## src/dcache_settings.svh

```systemverilog
// address split, line count and memory credit limit for the data cache
`ifndef DCACHE_SETTINGS_SVH
`define DCACHE_SETTINGS_SVH

// byte address width
`define DC_ADDR_W 32

// byte offset inside one line
`define DC_OFFSET_W 4

// line index, 64 lines
`define DC_INDEX_W 6
`define DC_LINES (1 << `DC_INDEX_W)

// whatever is left above index and offset
`define DC_TAG_W 22

`define DC_LINE_W 128

// outstanding memory requests allowed
`define DC_MEM_CREDITS 2

`endif

```

## src/flush_index_counter.sv

```systemverilog
// line index walker for fence with a last-index flag
`timescale 1ns/1ps
`include "dcache_settings.svh"

module flush_index_counter (
    input  logic                   clk,
    input  logic                   rst,
    input  logic                   clear_i,
    input  logic                   step_i,
    output logic [`DC_INDEX_W-1:0] index_o,
    output logic                   last_o
);

    always_ff @(posedge clk) begin
        if (rst) begin
            index_o <= '0;
        end else if (clear_i) begin
            index_o <= '0; // start of a new walk
        end else if (step_i) begin
            index_o <= index_o + 1'b1;
        end
    end

    assign last_o = (index_o == `DC_INDEX_W'(`DC_LINES - 1));

endmodule

```

## config.mk

```make
export PLATFORM = sky130hd
export DESIGN_NAME = flush_index_counter
export DESIGN_NICKNAME = d
export VERILOG_FILES = /design/src/flush_index_counter.sv
export VERILOG_INCLUDE_DIRS = /design/src /design/src/src
export SDC_FILE = /design/constraint.sdc
export NUM_CORES = 1
export LEC_CHECK = 0
export BUFFER_PORTS_ARGS = -buffer_cell sky130_fd_sc_hd__buf_2
export CAP_MARGIN = 20
export CORE_AREA = 5 5 42 44
export DETAILED_ROUTE_END_ITERATION = 10
export DIE_AREA = 0 0 47 49
export SETUP_SLACK_MARGIN = 0.5
export SKIP_CTS_REPAIR_TIMING = 1
export SLEW_MARGIN = 20
export SYNTH_ARGS = -nofsm -noshare
export SYNTH_HDL_FRONTEND = slang
export SYNTH_SLANG_ARGS = --single-unit
```

## constraint.sdc

```tcl
create_clock -name clk -period 2.7 [get_ports clk]
set_input_delay 0.135 -clock clk [delete_from_list [all_inputs] [get_ports clk]]
set_output_delay 0.135 -clock clk [all_outputs]
set_load 0.02 [all_outputs]
```

==> flow_summary_export.csv <==
group,metric,value,unit
setup_path,r2r-start,"index_o[2]",
routing,drc,0,
die,core_region_area,1400,µm²
finish,layout_common_cells,"buf_2 (10), nor2_1 (6), dfxtp_1 (6)",
setup_path,reg2reg_depth,3,
global_routing,antenna_found_initial,0,
timing,relSlewSlack,85.6,%
hold_path,hp-start,"clear_i",
timing,final_max_slew_viol_count,0,
finish,syn2layout_area_growth,34.0,%
timing,rsz0062_at_grt,"false",
die,die_x,47,µm
global_routing,grt_pass1_vias,219,
timing,fin_worst_skew,0.00214,ns
setup_path,rr_endpoint,"index_o[5]",
power,finalPower,186,µW
finish,diodes,0,
setup_path,reg2reg_slack,1.54,ns
power,power_frac_comb,5.7,%
global_routing,top_usage_layer,"met2",
finish,layout-drive-gt1-share,36.6,%
status,status,"finished clean",
global_routing,grt_use_met3,5.90,%
timing,fmax,743,MHz
clock_tree,path_clk_slew,0.05,ns
power,p_leak,0.161,nW
placement,place.port_buffers,10,
clock_tree,htree_num_levels,1,
hold_path,worstHoldPathType,"in2reg",
synth,ys_top_cells_by_area,"dfxtp_1 (46%), xor2_1 (10%), nor2_1 (8.6%)",
clock_tree,cts.sinks,6,
timing,fin_crit_sh,49.9,%
global_routing,grt_util_met1,7.30,%
die,ios,11,
setup_path,start_kind,"flop",
power,p_per_area,532,nW/µm²
finish,final_common_cell,"buf_2",
clock_tree,insertion_delay,0.25,ns
timing,fin_crit,1.35,ns
synth,yosysSeqAreaShare,45.9,%
global_routing,grt_max_degree,7,
global_routing,grt_pass1_wl,1.01,mm
synth,yosysTopAreaCellShare,45.9,%
power,seqPwrFrac,49.0,%
synth,synth_area_per_cell,9.02,µm²
synth,syn-num-nets,34,
timing,setup_viol_count_final,0,
hold_path,hold_end,"index_o[0]",
finish,fin_nets,48,
die,dieArea,2300,µm²
synth,syn_inst,29,
routing,vias,244,
finish,largest_register_ffs,6,
setup_path,crit_type,"reg2out",
synth,yosysWarnings,0,
routing,firstDrtPassIters,4,
global_routing,gr-usage-met2,8.14,%
global_routing,grt_overflow,0,
job,maxCapViolCount,0,
power,irDropWorstVdd,0.000181,V
setup_path,end_kind,"output port",
routing,viasPerCell,4.28,
routing,drt-total-wl,631,µm
placement,dpl.hpwl,458,µm
synth,ys_ff_latch,6,
synth,synthesis.area,262,µm²
die,die_h,49,µm
timing,setup_tns,0,ns
power,netSwitchingFraction,22.1,%
clock_tree,cts_tree,"done",
routing,ant_nets,0,
finish,top_regs,"index_o: 6 flops",
placement,gp_congestion,0.677,
timing,tightest_slew,0.215,ns
synth,yosys.area.top_type,"dfxtp_1",
timing,finalHoldViolations,0,
clock_tree,clockBufferDepth,2,
finish,final_util,25.0,%
setup_path,required,2.57,ns
setup_path,worstPathArrival,1.21,ns
power,p_int,145,µW
power,p_clk_share,45.3,%
die,start_util,18.7,%
routing,initialDrtViolationCount,4,
clock_tree,numCtsBuffers,3,
power,switchingPower,41.2,µW
hold_path,hold_depth,3,
synth,synth_cell_types,15,
routing,wire_per_inst,11.1,µm
global_routing,grt_util_all_layers,6.63,%
finish,regMostFlops,"index_o",
die,rows,14,
setup_path,worst-path-max-fanout,4,
clock_tree,clockRootBuffer,"clkbuf_4",
## cells in the mapped netlist
cell and n:
dfxtp_1 6, nor2_1 6, nand2_1 3, xor2_1 3
a21oi_1 1, clkbuf_1 1, ha_1 1, mux2i_1 1
nand3_1 1, nand4_1 1, nand4_2 1, o21ai_0 1
or2_2 1, or3_1 1, xnor2_1 1
## worst max-delay path: stages (launching register included)
cell,delay [ns]
dfxtp_1,0.40
ha_1,0.23
nand3_1,0.08
nor2_1,0.08
buf_2,0.16
## per-stage QoR
| stage | setup slack (ns) | std cells | hold slack [ns] | cell area [µm²] |
|---|---|---|---|---|
| final | 1.35 | 57 | 0.223 | 350 |
| after detailed placement | 1.55 | 54 | 0.482 | 328 |
| after CTS | 1.33 | 57 | 0.217 | 350 |
| after global placement | 1.59 | 54 | 0.472 | 328 |
| after global routing | 1.24 | 57 | 0.228 | 350 |
| after floorplan | 1.47 | 29 | 0.283 | 262 |
## worst max-delay path by stage
| stage | start | to | cells past startpoint |
|---|---|---|---|
| after floorplan | index_o[0] | last_o | 3 |
| after global placement | index_o[2] | index_o[5] | 3 |
| after detailed placement | index_o[2] | index_o[5] | 3 |
| after CTS | index_o[0] | last_o | 4 |
| after global routing | index_o[0] | last_o | 4 |
| final | index_o[0] | last_o | 4 |
## metal layers
| metal | part of all wire [%] | vias to the layer above |
|---|---|---|
| met4 | 0.79 | 0 |
| met5 | 0 | - |
| met1 | 41 | 106 |
| met3 | 15 | 2 |
| met2 | 43 | 15 |
| li1 | - | 121 |
## kinds of logic (layout without fill, tap and decap cells)
logic type      Yosys count  in the layout  synth area share [%]
compound gates            2              2                  3.82
mux                       1              1                  3.83
xor+xnor                  4              4                  13.4
flops                     6              6                  45.9
simple gates             14             14                  26.8
buf+inv                   1             13                  1.43
fa+ha+maj                 1              1                  4.78
## final cells by class
type                            count  area (µm²)
Sequential cell                     6         120
Clock buffer                        3        22.5
Fill cell                         164        1050
Timing Repair Buffer               10        50.0
Tap cell                           16        20.0
Multi-Input combinational cell     22         138
## power groups by stage
stage	sequential, mW	combinational [mW]	clock [mW]
6_report	0.0914	0.0106	0.0844
5_1_grt	0.0915	0.0116	0.0943
4_1_cts	0.0914	0.0107	0.0877
3_5_place_dp	0.0931	0.0107	0
3_3_place_gp	0.0928	0.0107	0
2_1_floorplan	0.0941	0.00467	0
Note: power is estimated with default switching activity, not from simulation.
