[src/dcache_settings.svh]
// address split, line count and memory credit limit for the data cache
`ifndef DCACHE_SETTINGS_SVH
`define DCACHE_SETTINGS_SVH

// byte address width
`define DC_ADDR_W 32

// byte offset inside one line
`define DC_OFFSET_W 4

// line index, 64 lines
`define DC_INDEX_W 6
`define DC_LINES (1 << `DC_INDEX_W)

// whatever is left above index and offset
`define DC_TAG_W 22

`define DC_LINE_W 128

// outstanding memory requests allowed
`define DC_MEM_CREDITS 2

`endif

[src/dcache_pkg.sv]
// controller state type and cache line union for the data cache
`include "dcache_settings.svh"

package dcache_pkg;

    // controller states
    typedef enum logic [2:0] {
        st_idle,
        st_lookup,
        st_respond,     // read hit, data next cycle
        st_store,       // write hit merge
        st_writeback,   // dirty victim out
        st_fill_req,
        st_fill_wait,
        st_fence_walk
    } cache_state_e;

    // one line seen two ways
    // raw for memory transfers, dw for cpu doubleword access (addr bit 3)
    typedef union packed {
        logic [`DC_LINE_W-1:0] raw;
        logic [1:0][`DC_LINE_W/2-1:0] dw;
    } cache_line_u;

endpackage

[src/mem_credit_port.sv]
// memory request register, credit counter and fill forwarding
`timescale 1ns/1ps
`include "dcache_settings.svh"

module mem_credit_port (
    input  logic                     clk,
    input  logic                     rst,
    input  logic                     issue_i,
    input  logic                     issue_we_i,
    input  logic [`DC_ADDR_W-1:0]    issue_addr_i,
    input  dcache_pkg::cache_line_u  issue_data_i,
    input  logic                     mem_credit_i,
    input  logic                     mem_rvalid_i,
    input  logic [`DC_LINE_W-1:0]    mem_rdata_i,
    output logic                     can_issue_o,
    output logic                     mem_req_valid_o,
    output logic                     mem_req_we_o,
    output logic [`DC_ADDR_W-1:0]    mem_req_addr_o,
    output logic [`DC_LINE_W-1:0]    mem_req_wdata_o,
    output logic                     fill_valid_o,
    output dcache_pkg::cache_line_u  fill_data_o
);

    localparam int CNT_W = $clog2(`DC_MEM_CREDITS + 1);

    logic [CNT_W-1:0] credit_q;

    always_ff @(posedge clk) begin
        if (rst) begin
            credit_q <= CNT_W'(`DC_MEM_CREDITS);
            mem_req_valid_o <= 1'b0;
        end else begin
            mem_req_valid_o <= issue_i;
            // issue and return in one cycle cancel out
            case ({issue_i, mem_credit_i})
                2'b10:   credit_q <= credit_q - 1'b1;
                2'b01:   credit_q <= credit_q + 1'b1;
                default: credit_q <= credit_q;
            endcase
        end
    end

    always_ff @(posedge clk) begin
        if (issue_i) begin
            mem_req_we_o <= issue_we_i;
            mem_req_addr_o <= issue_addr_i;
            mem_req_wdata_o <= issue_data_i.raw;
        end
    end

    assign can_issue_o = (credit_q != '0);

    // read responses arrive in order, only the one fill is outstanding
    assign fill_valid_o = mem_rvalid_i;
    assign fill_data_o.raw = mem_rdata_i;

endmodule

[config.mk]
export PLATFORM = sky130hd
export DESIGN_NAME = mem_credit_port
export DESIGN_NICKNAME = d
export VERILOG_FILES = /design/src/dcache_pkg.sv /design/src/mem_credit_port.sv
export VERILOG_INCLUDE_DIRS = /design/src /design/src/src
export SDC_FILE = /design/constraint.sdc
export NUM_CORES = 1
export LEC_CHECK = 0
export BUFFER_PORTS_ARGS = -buffer_cell sky130_fd_sc_hd__clkbuf_2
export CAP_MARGIN = 20
export CORE_AREA = 10 10 217 219
export DETAILED_ROUTE_END_ITERATION = 7
export DIE_AREA = 0 0 227 229
export HOLD_SLACK_MARGIN = 0.12
export SLEW_MARGIN = 20
export SYNTH_ARGS = -nofsm -noshare
export SYNTH_HDL_FRONTEND = slang
export SYNTH_SLANG_ARGS = --single-unit
[constraint.sdc]
create_clock -name clk -period 1.35 [get_ports clk]
set_clock_uncertainty 0.15 [all_clocks]
set_input_delay 0.135 -clock clk [delete_from_list [all_inputs] [get_ports clk]]
set_output_delay 0.135 -clock clk [all_outputs]
set_load 0.01 [all_outputs]
==> results.sh, run 1 <==
export IMPL_status="complete, but fails checks"
export IMPL_violations="negative setup slack"
export IMPL_drive_above_1_share=0.5227
export IMPL_drtIter0Drc=238
export IMPL_worst_hold_path_type="in -> out"
export IMPL_critPathMaxStageDelay_ns=0.58
export IMPL_initial_core_util=0.1389
export IMPL_fin_cells=1257
export IMPL_dr_pass1_iters=4
export IMPL_path_cells="buf_6 > inv_1 > ha_2 > dlygate4sd3_1 > o21ai_1 > or3b_1"
export IMPL_htree_levels=4
export IMPL_syn_instance_count=303
export IMPL_cts_sinks=164
export IMPL_setup_viol=2
export IMPL_die_h_um=229
export IMPL_vdd_drop_max_mv=0.8303
export IMPL_io_buffers=327
export IMPL_holdWs_ns=0.1200
export IMPL_ys_ff_latch=164
export IMPL_vias_per_cell=3.177
export IMPL_fmax_mhz=686.7
export IMPL_grt_pass1_wl_um=31500
export IMPL_synthToLayoutAreaGrowth_pct=63.18
export IMPL_rows=76
export IMPL_ys_warn_count=0
export IMPL_grt_pass1_vias=4520
export IMPL_io_pins=586
export IMPL_nets=988
export IMPL_syn_mean_instance_area_um2=19.57
export IMPL_hold_viol_final=0
export IMPL_clk_pin_slew_ns=0.07
export IMPL_slowest_stage="dlygate4sd3_1"
export IMPL_worstSetupEndpointType="register"
export IMPL_cts_max_path_buffers=2
export IMPL_finalCritPeriodShare=1.079
export IMPL_tightestPinTransition_ns=0.4443
export IMPL_start_kind="primary input"
export IMPL_place_gp_congestion=0.7790
export IMPL_syn_area_um2=5929
export IMPL_dp_cells=1054
export IMPL_core_area_um2=42700
export IMPL_grt_usage=0.08675
export IMPL_crit_arrival_ns=1.66
export IMPL_fin_area_um2=9676
export IMPL_dieArea_um2=51980
export IMPL_drt_total_wl_um=23440
export IMPL_die_w_um=227
export IMPL_slew_headroom=0.7038
export IMPL_ant_nets=0
export IMPL_place_hpwl_um=17380
export IMPL_synth_yosys_seq_area_share=0.8255
export IMPL_power_density_nw_per_um2=1277
export IMPL_drc=0
export IMPL_worstPathRequired_ns=1.55
export IMPL_placed_area_um2=7365
export IMPL_setup_ws_ns=-0.1063
export IMPL_critical_path_max_fanout=3
export IMPL_antenna_found_initial=10
export IMPL_grt_max_degree=77
export IMPL_post_cts_buffers=0
export IMPL_finalCriticalPeriod_ns=1.456
export IMPL_clock_latency_ns=0.47
export IMPL_cts_buffers_inserted=17
export IMPL_num_vias=3993
export IMPL_crit_type="in -> reg"
export IMPL_synth_nets=598
export IMPL_wl_per_cell_um=18.65
export IMPL_final_max_slew_violation_count=0
export IMPL_rsz0062_at_grt="yes"
export IMPL_grt_overflow=0
export IMPL_clockRootBuffer="clkbuf_16"
export IMPL_drv_cap=0
export IMPL_ys_types=11
export IMPL_leakagePower_nw=4.019
export IMPL_cts_tree="built"
[what timing repair did]
action	in CTS	in global routing
hold buffers	165	2
gates resized for setup	10	33
pin swaps	0	1
setup endpoints to repair	23	38
endpoints found under the hold margin	194	3
[cell usage after synthesis]
cell type    n  area [um^2]
inv_1        1        3.750
buf_4      129        968.4
ha_1         1        12.51
or2_2        1        6.260
xor2_1       2        17.52
o21ai_0      1        5.000
dfxtp_1      3        60.06
or3b_1       1        8.760
edfxtp_1   161         4835
nor2_1       2        7.510
nor3_1       1        5.000
[power breakdown]
| group | internal [mW] | switching (mW) | total (mW) |
|---|---|---|---|
| clock network | 2.39 | 2.25 | 4.64 |
| logic | 0.808 | 0.724 | 1.53 |
| registers | 6.04 | 0.137 | 6.18 |
| total | 9.25 | 3.11 | 12.4 |
[cells by family (layout without fill, tap and decap cells)]
group / count (synthesis) / in the layout / synth area share
AOI/OAI and AO/OA: 1 / 1 / 0.0008433
and+or+nand+nor: 5 / 5 / 0.004643
other: 0 / 5 / 0
buffers and inverters: 130 / 533 / 0.1640
adders and majority gates: 1 / 1 / 0.002110
xor gates and xnor gates: 2 / 2 / 0.002955
DFF: 164 / 164 / 0.8255
[cells in the final DEF (no fill, tap or decap)]
| cell type | netlist | routed |
|---|---|---|
| buf_12 | 0 | 2 |
| buf_2 | 0 | 6 |
| buf_4 | 129 | 5 |
| buf_6 | 0 | 10 |
| buf_8 | 0 | 1 |
| clkbuf_1 | 0 | 1 |
| clkbuf_16 | 0 | 17 |
| clkbuf_2 | 0 | 308 |
| clkbuf_8 | 0 | 2 |
| clkinv_2 | 0 | 2 |
| clkinv_4 | 0 | 2 |
| clkinvlp_4 | 0 | 3 |
| dfxtp_1 | 3 | 1 |
| dfxtp_2 | 0 | 2 |
| diode_2 | 0 | 5 |
| dlygate4sd3_1 | 0 | 166 |
| edfxtp_1 | 161 | 161 |
| ha_2 | 0 | 1 |
| inv_1 | 1 | 1 |
| inv_6 | 0 | 5 |
| inv_8 | 0 | 2 |
| nor2_1 | 2 | 2 |
| nor3_1 | 1 | 1 |
| o21ai_1 | 0 | 1 |
| or2_4 | 0 | 1 |
| or3b_1 | 1 | 1 |
| xor2_1 | 2 | 2 |
[path summary, 6_finish.rpt]
kind                    from              end  slack, ns  cells after the start
max reg2reg      credit_q[0]      credit_q[1]       0.09                      3
min reg2reg      credit_q[0]      credit_q[0]       0.38                      2
max                  issue_i      credit_q[1]      -0.11                      6
min          mem_rdata_i[10]  fill_data_o[10]       0.12                      0
[metrics by stage]
stage | setup slack (ns) | util | total power, mW | TNS (ns)
after floorplan | 0.1282 | - | 6.904 | 0
after global placement | -0.1412 | 0.1725 | 7.358 | -0.1412
after detailed placement | -0.1405 | 0.1725 | 7.381 | -0.1405
after CTS | -0.1778 | 0.2247 | 12.60 | -0.7867
after global routing | -0.1725 | 0.2266 | 12.95 | -0.9484
final | -0.1063 | 0.2266 | 12.35 | -0.2071
[layer usage]
| layer | up-vias | share of wire | GRT usage |
|---|---|---|---|
| met4 | 8 | 0.044 | 0.05395 |
| li1 | 1746 | - | - |
| met2 | 291 | 0.48 | 0.1431 |
| met1 | 1868 | 0.34 | 0.07861 |
| met5 | - | 0.0018 | 0 |
| met3 | 80 | 0.13 | 0.05482 |
[worst max-delay path: cells and delay by family]
kind	cells	cell delay, ns
buf+inv	3	0.77
simple gates	1	0.34
fa+ha+maj	1	0.27
compound gates	1	0.14
[registers in the layout, indices dropped and copies added, names as in the netlist]
register / flops
credit_q: 2
mem_req_addr_o: 32
mem_req_we_o: 1
mem_req_wdata_o: 128
mem_req_valid_o: 1
[area by class of cell]
class	instances	area [um^2]
clock inverter	14	116.4
fill	4406	33020
sequential	164	4897
clock buffer	18	429.2
multi-input combinational	9	67.56
timing repair buffer	500	3466
tap	546	683.2
inverter	1	3.754
antenna	5	12.51
(Power assumes the default switching activity.)
==> run 2, diff against run 1 <==
Settings changed: CORE_AREA 10 10 217 219 to 10 10 221 223, DIE_AREA 0 0 227 229 to 0 0 231 233.
Clock period 1.35 ns to 1.7 ns, I/O delays scaled along.
==> results.sh, run 2 (synthesized netlist as in run 1, its figures left out) <==
export IMPL_status="complete, no violations"
export IMPL_wl_met2_um=10180
export IMPL_initial_core_util=0.1344
export IMPL_worstPathRequired_ns=1.95
export IMPL_clock_latency_ns=0.46
export IMPL_cts_tree="built"
export IMPL_finalCritPeriodShare=0.9831
export IMPL_tightestPinTransition_ns=0.4967
export IMPL_place_gp_congestion=0.7782
export IMPL_slew_headroom=0.6689
export IMPL_leakagePower_nw=3.995
export IMPL_die_h_um=233
export IMPL_cts_resized=0
export IMPL_fin_util=0.2183
export IMPL_grt_max_degree=83
export IMPL_rsz0062_at_grt="no"
export IMPL_nets=983
export IMPL_routed_top_layer="met4"
export IMPL_grt_pass1_wl_um=30220
export IMPL_synthToLayoutAreaGrowth_pct=62.46
export IMPL_reg_largest_list="mem_req_wdata_o: 128 flops, mem_req_addr_o: 32 flops, credit_q: 2 flops"
export IMPL_place_hpwl_um=15700
export IMPL_antenna_found_initial=0
export IMPL_drc=0
export IMPL_worst_hold_path_type="in -> reg"
export IMPL_drive_above_1_share=0.5164
export IMPL_drtIter0Drc=149
export IMPL_largest_register_ffs=128
export IMPL_crit_type="in -> reg"
export IMPL_ant_nets=0
export IMPL_holdWs_ns=0.1783
export IMPL_core_area_um2=44120
export IMPL_final_common_cell="clkbuf_2"
export IMPL_grt_usage=0.07852
export IMPL_final_cell_mix="clkbuf_2 (326), dlygate4sd3_1 (166), edfxtp_1 (161), clkbuf_16 (17), inv_6 (5)"
export IMPL_worstSetupEndpointType="register"
export IMPL_clockRootBuffer="clkbuf_16"
export IMPL_start_kind="primary input"
export IMPL_dieArea_um2=53820
export IMPL_die_w_um=231
export IMPL_regMostFlops="mem_req_wdata_o"
export IMPL_critical_path_max_fanout=3
export IMPL_drv_cap=0
export IMPL_wl_per_cell_um=16.52
export IMPL_io_pins=586
export IMPL_vias_per_cell=3.041
export IMPL_setup_viol=0
export IMPL_wl_met3_um=2686
export IMPL_io_buffers=327
export IMPL_final_max_slew_violation_count=0
export IMPL_grt_overflow=0
export IMPL_cts_max_path_buffers=2
export IMPL_routedLengthMet1_um=7544
export IMPL_finalCriticalPeriod_ns=1.671
export IMPL_crit_arrival_ns=1.92
export IMPL_cts_sinks=164
export IMPL_tns_ns=0
export IMPL_power_density_nw_per_um2=1021
export IMPL_htree_levels=4
export IMPL_drt_total_wl_um=21380
export IMPL_dr_pass1_iters=4
export IMPL_clk_pin_slew_ns=0.07
export IMPL_hold_viol_final=0
export IMPL_fmax_mhz=598.4
export IMPL_cts_buffers_inserted=17
export IMPL_num_vias=3935
export IMPL_rows=77
export IMPL_vdd_drop_max_mv=0.6529
export IMPL_grt_pass1_vias=4503
==> run 2: cell type report <==
class / instances / area, um^2
Sequential cell: 164 / 4895
Clock buffer: 17 / 425.4
Inverter: 1 / 3.754
Clock inverter: 15 / 158.9
Timing Repair Buffer: 495 / 3344
Fill cell: 4640 / 34490
Antenna cell: 1 / 2.502
Tap cell: 592 / 740.7
Multi-Input combinational cell: 9 / 62.56
==> run 2: where the power goes <==
group	internal (mW)	total [mW]	switching [mW]
logic	0.598	1.16	0.561
clock network	1.96	3.78	1.82
registers	4.80	4.90	0.101
total	7.35	9.84	2.48
==> run 2: path summary, 6_finish.rpt <==
check,start,endpoint,slack (ns),cells past startpoint
worst min-delay path,issue_i,credit_q[1],0.18,5
worst max-delay path,mem_credit_i,credit_q[0],0.03,6
worst min register to register,credit_q[0],credit_q[0],0.41,2
worst max register to register,credit_q[0],credit_q[1],0.44,3
==> run 2: through the flow <==
step / cells / worst slack, ns / power, mW / instance area, um^2
after detailed placement: 1095 / 0.1831 / 5.855 / 7385
after floorplan: 303 / 0.4432 / 5.483 / 5929
after CTS: 1293 / 0.1007 / 10.08 / 9630
after global routing: 1293 / 0.007087 / 10.31 / 9630
after global placement: 1095 / 0.1639 / 5.841 / 7385
final: 1294 / 0.02877 / 9.837 / 9633
==> run 2: what timing repair did <==
| item | in CTS | in global routing |
|---|---|---|
| hold endpoints to repair | 257 | 0 |
| setup buffers | 0 | 0 |
| hold buffers | 166 | 0 |
==> run 2: critical path, cell delays in order <==
cell and delay, ns:
dlygate4sd3_1 0.53, clkbuf_2 0.10, ha_1 0.29, dlygate4sd3_1 0.58, xor2_1 0.16, nor2_1 0.09
==> run 2: routing by layer <==
metal,GRT usage,vias up
li1,-,1732
met1,0.07416,1800
met2,0.1247,321
met3,0.04867,82
met4,0.05529,0
met5,0,-
