`src/dcache_settings.svh`:
```
// address split, line count and memory credit limit for the data cache
`ifndef DCACHE_SETTINGS_SVH
`define DCACHE_SETTINGS_SVH

// byte address width
`define DC_ADDR_W 32

// byte offset inside one line
`define DC_OFFSET_W 4

// line index, 64 lines
`define DC_INDEX_W 6
`define DC_LINES (1 << `DC_INDEX_W)

// whatever is left above index and offset
`define DC_TAG_W 22

`define DC_LINE_W 128

// outstanding memory requests allowed
`define DC_MEM_CREDITS 2

`endif

```
`src/dcache_pkg.sv`:
```
// controller state type and cache line union for the data cache
`include "dcache_settings.svh"

package dcache_pkg;

    // controller states
    typedef enum logic [2:0] {
        st_idle,
        st_lookup,
        st_respond,     // read hit, data next cycle
        st_store,       // write hit merge
        st_writeback,   // dirty victim out
        st_fill_req,
        st_fill_wait,
        st_fence_walk
    } cache_state_e;

    // one line seen two ways
    // raw for memory transfers, dw for cpu doubleword access (addr bit 3)
    typedef union packed {
        logic [`DC_LINE_W-1:0] raw;
        logic [1:0][`DC_LINE_W/2-1:0] dw;
    } cache_line_u;

endpackage

```
`src/dcache_ctrl_fsm.sv`:
```
// data cache controller FSM for lookup, fill, writeback, store and fence
`timescale 1ns/1ps
`include "dcache_settings.svh"

module dcache_ctrl_fsm (
    input  logic                   clk,
    input  logic                   rst,
    input  logic                   cpu_req_valid_i,
    input  logic                   cpu_we_i,
    input  logic                   cpu_fence_i,
    input  logic [`DC_INDEX_W-1:0] cpu_index_i,
    input  logic [`DC_TAG_W-1:0]   cpu_tag_i,
    input  logic                   hit_i,
    input  logic                   victim_dirty_i,
    input  logic                   victim_valid_i,
    input  logic [`DC_TAG_W-1:0]   victim_tag_i,
    input  logic                   fill_valid_i,
    input  logic                   can_issue_i,
    input  logic                   flush_last_i,
    input  logic [`DC_INDEX_W-1:0] flush_index_i,
    output logic                   cpu_ready_o,
    output logic                   cpu_idle_o,
    output logic [`DC_INDEX_W-1:0] line_index_o,
    output logic                   tag_we_o,
    output logic                   dirty_set_o,
    output logic                   dirty_clr_o,
    output logic                   ram_we_o,
    output logic                   ram_fill_sel_o,
    output logic                   issue_o,
    output logic                   issue_we_o,
    output logic [`DC_ADDR_W-1:0]  issue_addr_o,
    output logic                   flush_step_o,
    output logic                   flush_clear_o
);

    dcache_pkg::cache_state_e state_q, state_d;
    logic use_flush_index;
    logic victim_wb;
    logic rd_ok_q; // ram output matches the walker index

    assign use_flush_index = (state_q == dcache_pkg::st_fence_walk);
    assign line_index_o = use_flush_index ? flush_index_i : cpu_index_i;
    assign victim_wb = victim_valid_i && victim_dirty_i;
    assign cpu_idle_o = (state_q == dcache_pkg::st_idle);

    // writes carry the victim tag, fills the cpu tag
    assign issue_we_o = (state_q == dcache_pkg::st_writeback) || use_flush_index;
    assign issue_addr_o = {issue_we_o ? victim_tag_i : cpu_tag_i, line_index_o,
                           {`DC_OFFSET_W{1'b0}}};

    always_ff @(posedge clk) begin
        if (rst) begin
            state_q <= dcache_pkg::st_idle;
            cpu_ready_o <= 1'b0;
            rd_ok_q <= 1'b0;
        end else begin
            state_q <= state_d;
            cpu_ready_o <= (state_q == dcache_pkg::st_respond) ||
                           (state_q == dcache_pkg::st_store);
            rd_ok_q <= use_flush_index && !flush_step_o;
        end
    end

    always_comb begin
        state_d = state_q;
        tag_we_o = 1'b0;
        dirty_set_o = 1'b0;
        dirty_clr_o = 1'b0;
        ram_we_o = 1'b0;
        ram_fill_sel_o = 1'b0;
        issue_o = 1'b0;
        flush_step_o = 1'b0;
        flush_clear_o = 1'b0;
        case (state_q)
            dcache_pkg::st_idle: begin
                if (cpu_fence_i) begin // fence wins over a request
                    flush_clear_o = 1'b1;
                    state_d = dcache_pkg::st_fence_walk;
                end else if (cpu_req_valid_i && !cpu_ready_o) begin
                    state_d = dcache_pkg::st_lookup;
                end
            end
            dcache_pkg::st_lookup: begin
                if (hit_i) begin
                    state_d = cpu_we_i ? dcache_pkg::st_store : dcache_pkg::st_respond;
                end else if (victim_wb) begin
                    state_d = dcache_pkg::st_writeback;
                end else begin
                    state_d = dcache_pkg::st_fill_req;
                end
            end
            dcache_pkg::st_respond: state_d = dcache_pkg::st_idle;
            dcache_pkg::st_store: begin
                ram_we_o = 1'b1;
                dirty_set_o = 1'b1;
                state_d = dcache_pkg::st_idle;
            end
            dcache_pkg::st_writeback: begin
                if (can_issue_i) begin
                    issue_o = 1'b1;
                    dirty_clr_o = 1'b1;
                    state_d = dcache_pkg::st_fill_req;
                end
            end
            dcache_pkg::st_fill_req: begin
                if (can_issue_i) begin
                    issue_o = 1'b1;
                    state_d = dcache_pkg::st_fill_wait;
                end
            end
            dcache_pkg::st_fill_wait: begin
                if (fill_valid_i) begin
                    ram_we_o = 1'b1;
                    ram_fill_sel_o = 1'b1;
                    tag_we_o = 1'b1;
                    state_d = dcache_pkg::st_lookup; // replay, now a hit
                end
            end
            dcache_pkg::st_fence_walk: begin
                // dirty lines wait for ram data and a credit, clean ones are skipped
                if (!victim_wb || (rd_ok_q && can_issue_i)) begin
                    issue_o = victim_wb;
                    dirty_clr_o = victim_wb;
                    if (flush_last_i) begin
                        state_d = dcache_pkg::st_idle;
                    end else begin
                        flush_step_o = 1'b1;
                    end
                end
            end
            default: state_d = dcache_pkg::st_idle;
        endcase
    end

endmodule

```
`config.mk`:
```
export PLATFORM = sky130hd
export DESIGN_NAME = dcache_ctrl_fsm
export DESIGN_NICKNAME = d
export VERILOG_FILES = /design/src/dcache_pkg.sv /design/src/dcache_ctrl_fsm.sv
export VERILOG_INCLUDE_DIRS = /design/src /design/src/src
export SDC_FILE = /design/constraint.sdc
export NUM_CORES = 1
export LEC_CHECK = 0
export BUFFER_PORTS_ARGS = -buffer_cell sky130_fd_sc_hd__buf_2
export CAP_MARGIN = 15
export CELL_PAD_IN_SITES_DETAIL_PLACEMENT = 0
export CELL_PAD_IN_SITES_GLOBAL_PLACEMENT = 1
export CORE_ASPECT_RATIO = 1.25
export CORE_MARGIN = 1
export CORE_UTILIZATION = 20
export DETAILED_ROUTE_END_ITERATION = 8
export PLACE_DENSITY_LB_ADDON = 0.1
export SLEW_MARGIN = 10
export SYNTH_ARGS = -nofsm -noshare
export SYNTH_HDL_FRONTEND = slang
export SYNTH_SLANG_ARGS = --single-unit
```
`constraint.sdc`:
```
create_clock -name clk -period 4 [get_ports clk]
set_input_delay 0.8 -clock clk [delete_from_list [all_inputs] [get_ports clk]]
set_output_delay 0.8 -clock clk [all_outputs]
set_load 0.02 [all_outputs]
```
==> results of run 1 <==
## per-stage QoR
stage / std cells / util (%) / power [mW] / setup slack [ns] / hold WS (ns)
5_1_grt: 257 / 34.8 / 0.863 / 1.25 / 0.660
6_report: 257 / 34.8 / 0.798 / 1.37 / 0.617
2_1_floorplan: 101 / - / 0.571 / 1.69 / 0.595
3_3_place_gp: 253 / 33.7 / 0.707 / 1.63 / 0.605
4_1_cts: 257 / 34.8 / 0.806 / 1.36 / 0.620
3_5_place_dp: 253 / 33.7 / 0.706 / 1.61 / 0.618
## power breakdown
group	switching, mW	internal [mW]	total [mW]
clock network	0.0264	0.0685	0.0949
registers	0.0440	0.0689	0.113
logic	0.321	0.269	0.590
total	0.392	0.406	0.798
## how the worst max path moves through the flow
stage,depth (start not counted),startpoint,to,slack [ns]
final,5,state_q[1],issue_addr_o[28],1.37
after global routing,5,state_q[1],issue_addr_o[27],1.25
after CTS,5,state_q[1],issue_addr_o[28],1.36
after detailed placement,5,state_q[1],issue_addr_o[28],1.61
after global placement,4,fill_valid_i,ram_we_o,1.63
after floorplan,3,can_issue_i,flush_step_o,1.69
## per-layer routing
metal  GRT usage, %  part of all wire (%)
met1           11.2                    36
met2           21.6                    51
met3          0.859                    11
met4           8.33                   2.4
met5              0                     0
## worst min-delay path, stage by stage (launching register included)
cell and delay, ns:
sky130_fd_sc_hd__dfxtp_1 0.38, sky130_fd_sc_hd__inv_1 0.12, sky130_fd_sc_hd__a2111oi_2 0.06
## layout make-up
type	instances	area (sq um)	share of cell area [%]
multi-input combinational	77	638	44.7
inverter	3	11.3	0.789
sequential	5	100	7.01
clock buffer	4	45.0	3.16
timing repair buffer	112	563	39.4
tap	56	70.1	4.91
## kinds of logic (layout without fill, tap and decap cells)
kind of cell	count (synthesis)	in the layout	synth area share, %
simple gates	31	31	22.7
mux	28	28	36.7
buf+inv	19	119	15.3
compound gates	14	14	13.1
flops	5	5	11.7
other cells	1	4	0.437
## registers in the layout (all words and copies together), names as in the netlist
name,cells
state_q,3
cpu_ready_o,1
rd_ok_q,1
## cell usage in the layout, fill, tap and decap left out, types with 2 or more instances in the layout
| master | instances |
|---|---|
| sky130_fd_sc_hd__dfxtp_1 | 5 |
| sky130_fd_sc_hd__buf_2 | 111 |
| sky130_fd_sc_hd__nor3b_1 | 2 |
| sky130_fd_sc_hd__mux2_2 | 27 |
| sky130_fd_sc_hd__nor2_1 | 6 |
| sky130_fd_sc_hd__clkbuf_8 | 3 |
| sky130_fd_sc_hd__nor2b_1 | 3 |
| sky130_fd_sc_hd__inv_1 | 3 |
| sky130_fd_sc_hd__nor3_1 | 3 |
| sky130_fd_sc_hd__nand2_1 | 4 |
| sky130_fd_sc_hd__conb_1 | 4 |
| sky130_fd_sc_hd__a21oi_1 | 3 |
==> results_dict.tcl, run 1 <==
set metrics [dict create \
    run_status "completed" \
    vias_per_cell 4.23 \
    power_per_cell_area_nw_per_um2 559 \
    reg2reg_slack_ns 2.36 \
    critPathMaxFanout 23 \
    fillerInstances 456 \
    critPathCaptureType "output port" \
    post_route_cells_drive_above_1_share_pct 76.1 \
    synthTopCellsByArea "sky130_fd_sc_hd__mux2_2, sky130_fd_sc_hd__buf_4, sky130_fd_sc_hd__dfxtp_1, sky130_fd_sc_hd__nor2_1, sky130_fd_sc_hd__nor2b_1" \
    drc_errors 0 \
    drt_iter0_drc 19 \
    grt_start_max_net_pins 24 \
    cts-buffers-inserted 3 \
    antenna_cells_inserted 0 \
    drt-wirelength-per-cell_um 11.1 \
    detail-route-antenna-nets 0 \
    rows 26 \
    hold_path_startpoint "state_q[0]" \
    synth.avg_cell_area_sq_um 8.76 \
    synth.top_cell.area_share_pct 35.4 \
    hold_depth 2 \
    globalRouteOverflowTotal 0 \
    reg2reg_from "state_q[2]" \
    tritoncts_num_sinks 5 \
    final_critical_period_ns 2.63 \
    area_leader_netlist "sky130_fd_sc_hd__mux2_2" \
    fin_worst_skew_ns 0.000306 \
    route.final.wire_length_mm 2.85 \
    buffer_ports.inserted 111 \
    cts_max_level 1 \
    finalMaxSlewViolations 0 \
    report.final.hold_viol_count 0 \
    min_delay_worst_endpoint "state_q[0]" \
    start_util_pct 20.9 \
    ios 116 \
    synth-edff-count 0 \
    core_area_sq_um 4100 \
    clock_path_buffers 2 \
    final.period_utilization_pct 65.6 \
    firstDrtPassIters 4 \
    die_area_sq_um 4560 \
    grt_pass1_vias 903 \
    grt_usage_pct 11.3 \
    layout-area-overhead-vs-synth_pct 66.3 \
    timing.critical_path.required_ns 3.20 \
    worst_setup_hold_path_clk_slew_ns 0.03 \
    vdd_drop_max_mv 0.160 \
    critical_path_buffer_and_inverter_count 2 \
    final_weighted_congestion_in_routability_driven_placement 0.660 \
    grt_antenna_before_repair 0 \
    postCtsHoldBufs 0 \
    post-dp-hpwl_mm 2.48 \
    crit_arrival_ns 1.83 \
    grt_setup_unrepaired "no" \
    ys_ff_latch 5 \
    detailed_place.area_sq_um 1380 \
    cts_post_setup_buffers_inserted 0 \
    yosys.cell_types.count 38 \
    cts.repair.resized 0 \
    finalInstanceArea_sq_um 1430 \
    post_synth_instance_area_sq_um 858 \
    setup_violations 0 \
    clock_insertion_delay_worst_skew_ns 0.22 \
    synth.most_common_cell "sky130_fd_sc_hd__mux2_2" \
    end_of_the_worst_register_to_register_path "state_q[2]" \
    vias 1088 \
    ys.flop_type "sky130_fd_sc_hd__dfxtp_1" \
    cts_tree "built" \
    dieWidth_um 60.6 \
    reg2reg_depth 4 \
    worst_path_largest_cell_delay_ns 0.39 \
    hp-class "reg2reg" \
    cellLeakagePower_nw 0.775 \
    clockRootBuffer "sky130_fd_sc_hd__clkbuf_8" \
    final_net_count 269 \
    startpoint_type "register" \
    slowest_stage "sky130_fd_sc_hd__dfxtp_1" \
    synth_cells 98 \
    yosysWarnings 0 \
    die_y_um 75.2 \
    fmax_ghz 0.381 \
    worstPathCellList "and2_2 > o21ai_2 > buf_4 > mux2_2 > buf_2" \
    async_reset_ff_share_pct 0 \
    grt_pass1_wl_mm 3.76 \
    worst_path_dominant_cell_family "buffers and inverters" \
    max-cap-violations 0 \
    ys_top_cells_by_count "sky130_fd_sc_hd__mux2_2, sky130_fd_sc_hd__buf_4, sky130_fd_sc_hd__nor2_1, sky130_fd_sc_hd__dfxtp_1, sky130_fd_sc_hd__nand2_1" \
    finalSetupTns_ns 0 \
    setup.worst_path.class "reg2out" \
    yosysSeqAreaShare_pct 11.7 \
]
No activity file was read; power rests on OpenSTA's default activity.
==> run 2: changes to the inputs <==
CORE_UTILIZATION = 19   (was 20)
clock period = 2.6 ns   (was 4 ns; I/O delays follow)
==> results_dict.tcl, run 2 (synthesis results as in run 1) <==
set metrics [dict create \
    cts_tree "built" \
    layout_common_cells "sky130_fd_sc_hd__buf_2, sky130_fd_sc_hd__mux2_2, sky130_fd_sc_hd__nor2_1, sky130_fd_sc_hd__dfxtp_1" \
    clock_path_buffers 2 \
    die_y_um 77.1 \
    cts_post_setup_buffers_inserted 0 \
    slowest_stage "sky130_fd_sc_hd__dfxtp_1" \
    route.final.wire_length_mm 2.97 \
    clock_insertion_delay_worst_skew_ns 0.22 \
    critPathCaptureType "output port" \
    buffer_ports.inserted 111 \
    post-route-worst-setup-slack_ns 0.250 \
    worst_path_dominant_cell_family "buffers and inverters" \
    drc_errors 0 \
    grt_antenna_before_repair 0 \
    startpoint_type "register" \
    drt_iter0_drc 21 \
    hp-class "in2reg" \
    final_net_count 269 \
    core_area_sq_um 4200 \
    layout-area-overhead-vs-synth_pct 66.3 \
    final_critical_period_ns 2.35 \
    cts_max_level 1 \
    globalRouteOverflowTotal 0 \
    cts-buffers-inserted 3 \
    cellLeakagePower_nw 0.775 \
    clockRootBuffer "sky130_fd_sc_hd__clkbuf_8" \
    fin_worst_skew_ns 0.000704 \
    multi_input_logic_area_sq_um 638 \
    postCtsHoldBufs 0 \
    mostFrequentLayoutCell "sky130_fd_sc_hd__buf_2" \
    worst_setup_hold_path_clk_slew_ns 0.03 \
    dieWidth_um 62.1 \
    power_per_cell_area_nw_per_um2 862 \
    critPathMaxFanout 23 \
    vdd_drop_max_mv 0.213 \
    crit_arrival_ns 1.83 \
    worstPathCellList "and2_2 > o21ai_2 > buf_4 > mux2_2 > buf_2" \
    setup_violations 0 \
    ff_latch_area_sq_um 100 \
    tritoncts_num_sinks 5 \
    critical_path_buffer_and_inverter_count 2 \
    setup.worst_path.class "reg2out" \
    rows 26 \
    vias 1102 \
    worst_path_largest_cell_delay_ns 0.39 \
    firstDrtPassIters 4 \
    antenna_cells_inserted 0 \
    grt_pass1_vias 993 \
    run_status "completed" \
    post_route_cells_drive_above_1_share_pct 76.1 \
    largest_register "state_q" \
    max-cap-violations 0 \
    grt_setup_unrepaired "no" \
    post-dp-hpwl_mm 2.55 \
    flip_flop_count_of_the_largest_register_after_layout 3 \
    finalSetupTns_ns 0 \
    vias_per_cell 4.29 \
    finalMaxSlewViolations 0 \
    final_weighted_congestion_in_routability_driven_placement 0.782 \
    grt_usage_pct 12.2 \
    die_area_sq_um 4790 \
    biggestRegsByFlops "state_q x3, cpu_ready_o x1, rd_ok_q x1" \
    fmax_ghz 0.426 \
    grt_pass1_wl_mm 4.70 \
    ios 116 \
    timing.critical_path.required_ns 2.08 \
    detail-route-antenna-nets 0 \
    report.final.hold_viol_count 0 \
    fillerInstances 460 \
    cts.repair.resized 0 \
    start_util_pct 20.5 \
    final.period_utilization_pct 90.4 \
    drt-wirelength-per-cell_um 11.6 \
    grt_start_max_net_pins 24 \
    pre_cts_slack_ns 0.471 \
]
==> run 2: worst register-to-register path, stage by stage (launching register included) <==
cell and delay, ns:
sky130_fd_sc_hd__dfxtp_1 0.58, sky130_fd_sc_hd__nor3_2 0.13, sky130_fd_sc_hd__nor3b_4 0.19, sky130_fd_sc_hd__or2_4 0.25
sky130_fd_sc_hd__o41a_1 0.40
==> run 2: power by group <==
part	switching [mW]	leakage [nW]	internal, mW	total [mW]
combinational	0.498	0.711	0.413	0.911
sequential	0.0689	0.0412	0.106	0.175
clock	0.0388	0.0228	0.105	0.144
total	0.606	0.775	0.625	1.23
==> run 2: path summary, 6_finish.rpt <==
| path | startpoint | endpoint | slack, ns | cells past startpoint |
|---|---|---|---|---|
| setup / recovery | state_q[1] | issue_addr_o[21] | 0.25 | 5 |
| setup reg to reg | state_q[2] | state_q[2] | 0.94 | 4 |
| hold / removal | rst | state_q[0] | 0.54 | 2 |
| hold reg to reg | state_q[0] | state_q[0] | 0.62 | 2 |
==> run 2: cell type report <==
cell class              instances  share of cell area [%]
multi-input cells              77                    44.7
repair buffers                112                    39.4
flip-flops and latches          5                    7.01
well taps                      56                    4.91
clock buffers                   4                    3.16
inverters                       3                   0.789
==> run 2: routing by layer <==
layer  wire (um)  vias to the layer above  GRT usage (%)  part of all wire (%)
met5           0                        -              0                     0
met4          58                        0           6.98                   2.0
met3         348                        4           2.98                    12
met2        1410                       82           20.8                    48
met1        1150                      469           13.7                    39
li1            -                      547              -                     -
==> run 2: metrics by stage <==
stage / total power [mW] / hold slack [ns] / area (sq um) / std cells / util, %
global route: 1.32 / 0.557 / 1430 / 257 / 34.0
CTS: 1.25 / 0.542 / 1430 / 257 / 34.0
detailed placement: 1.09 / 0.618 / 1380 / 253 / 32.9
floorplan: 0.879 / 0.589 / 870 / 101 / -
finish: 1.23 / 0.542 / 1430 / 257 / 34.0
global placement: 1.09 / 0.611 / 1380 / 253 / 32.9
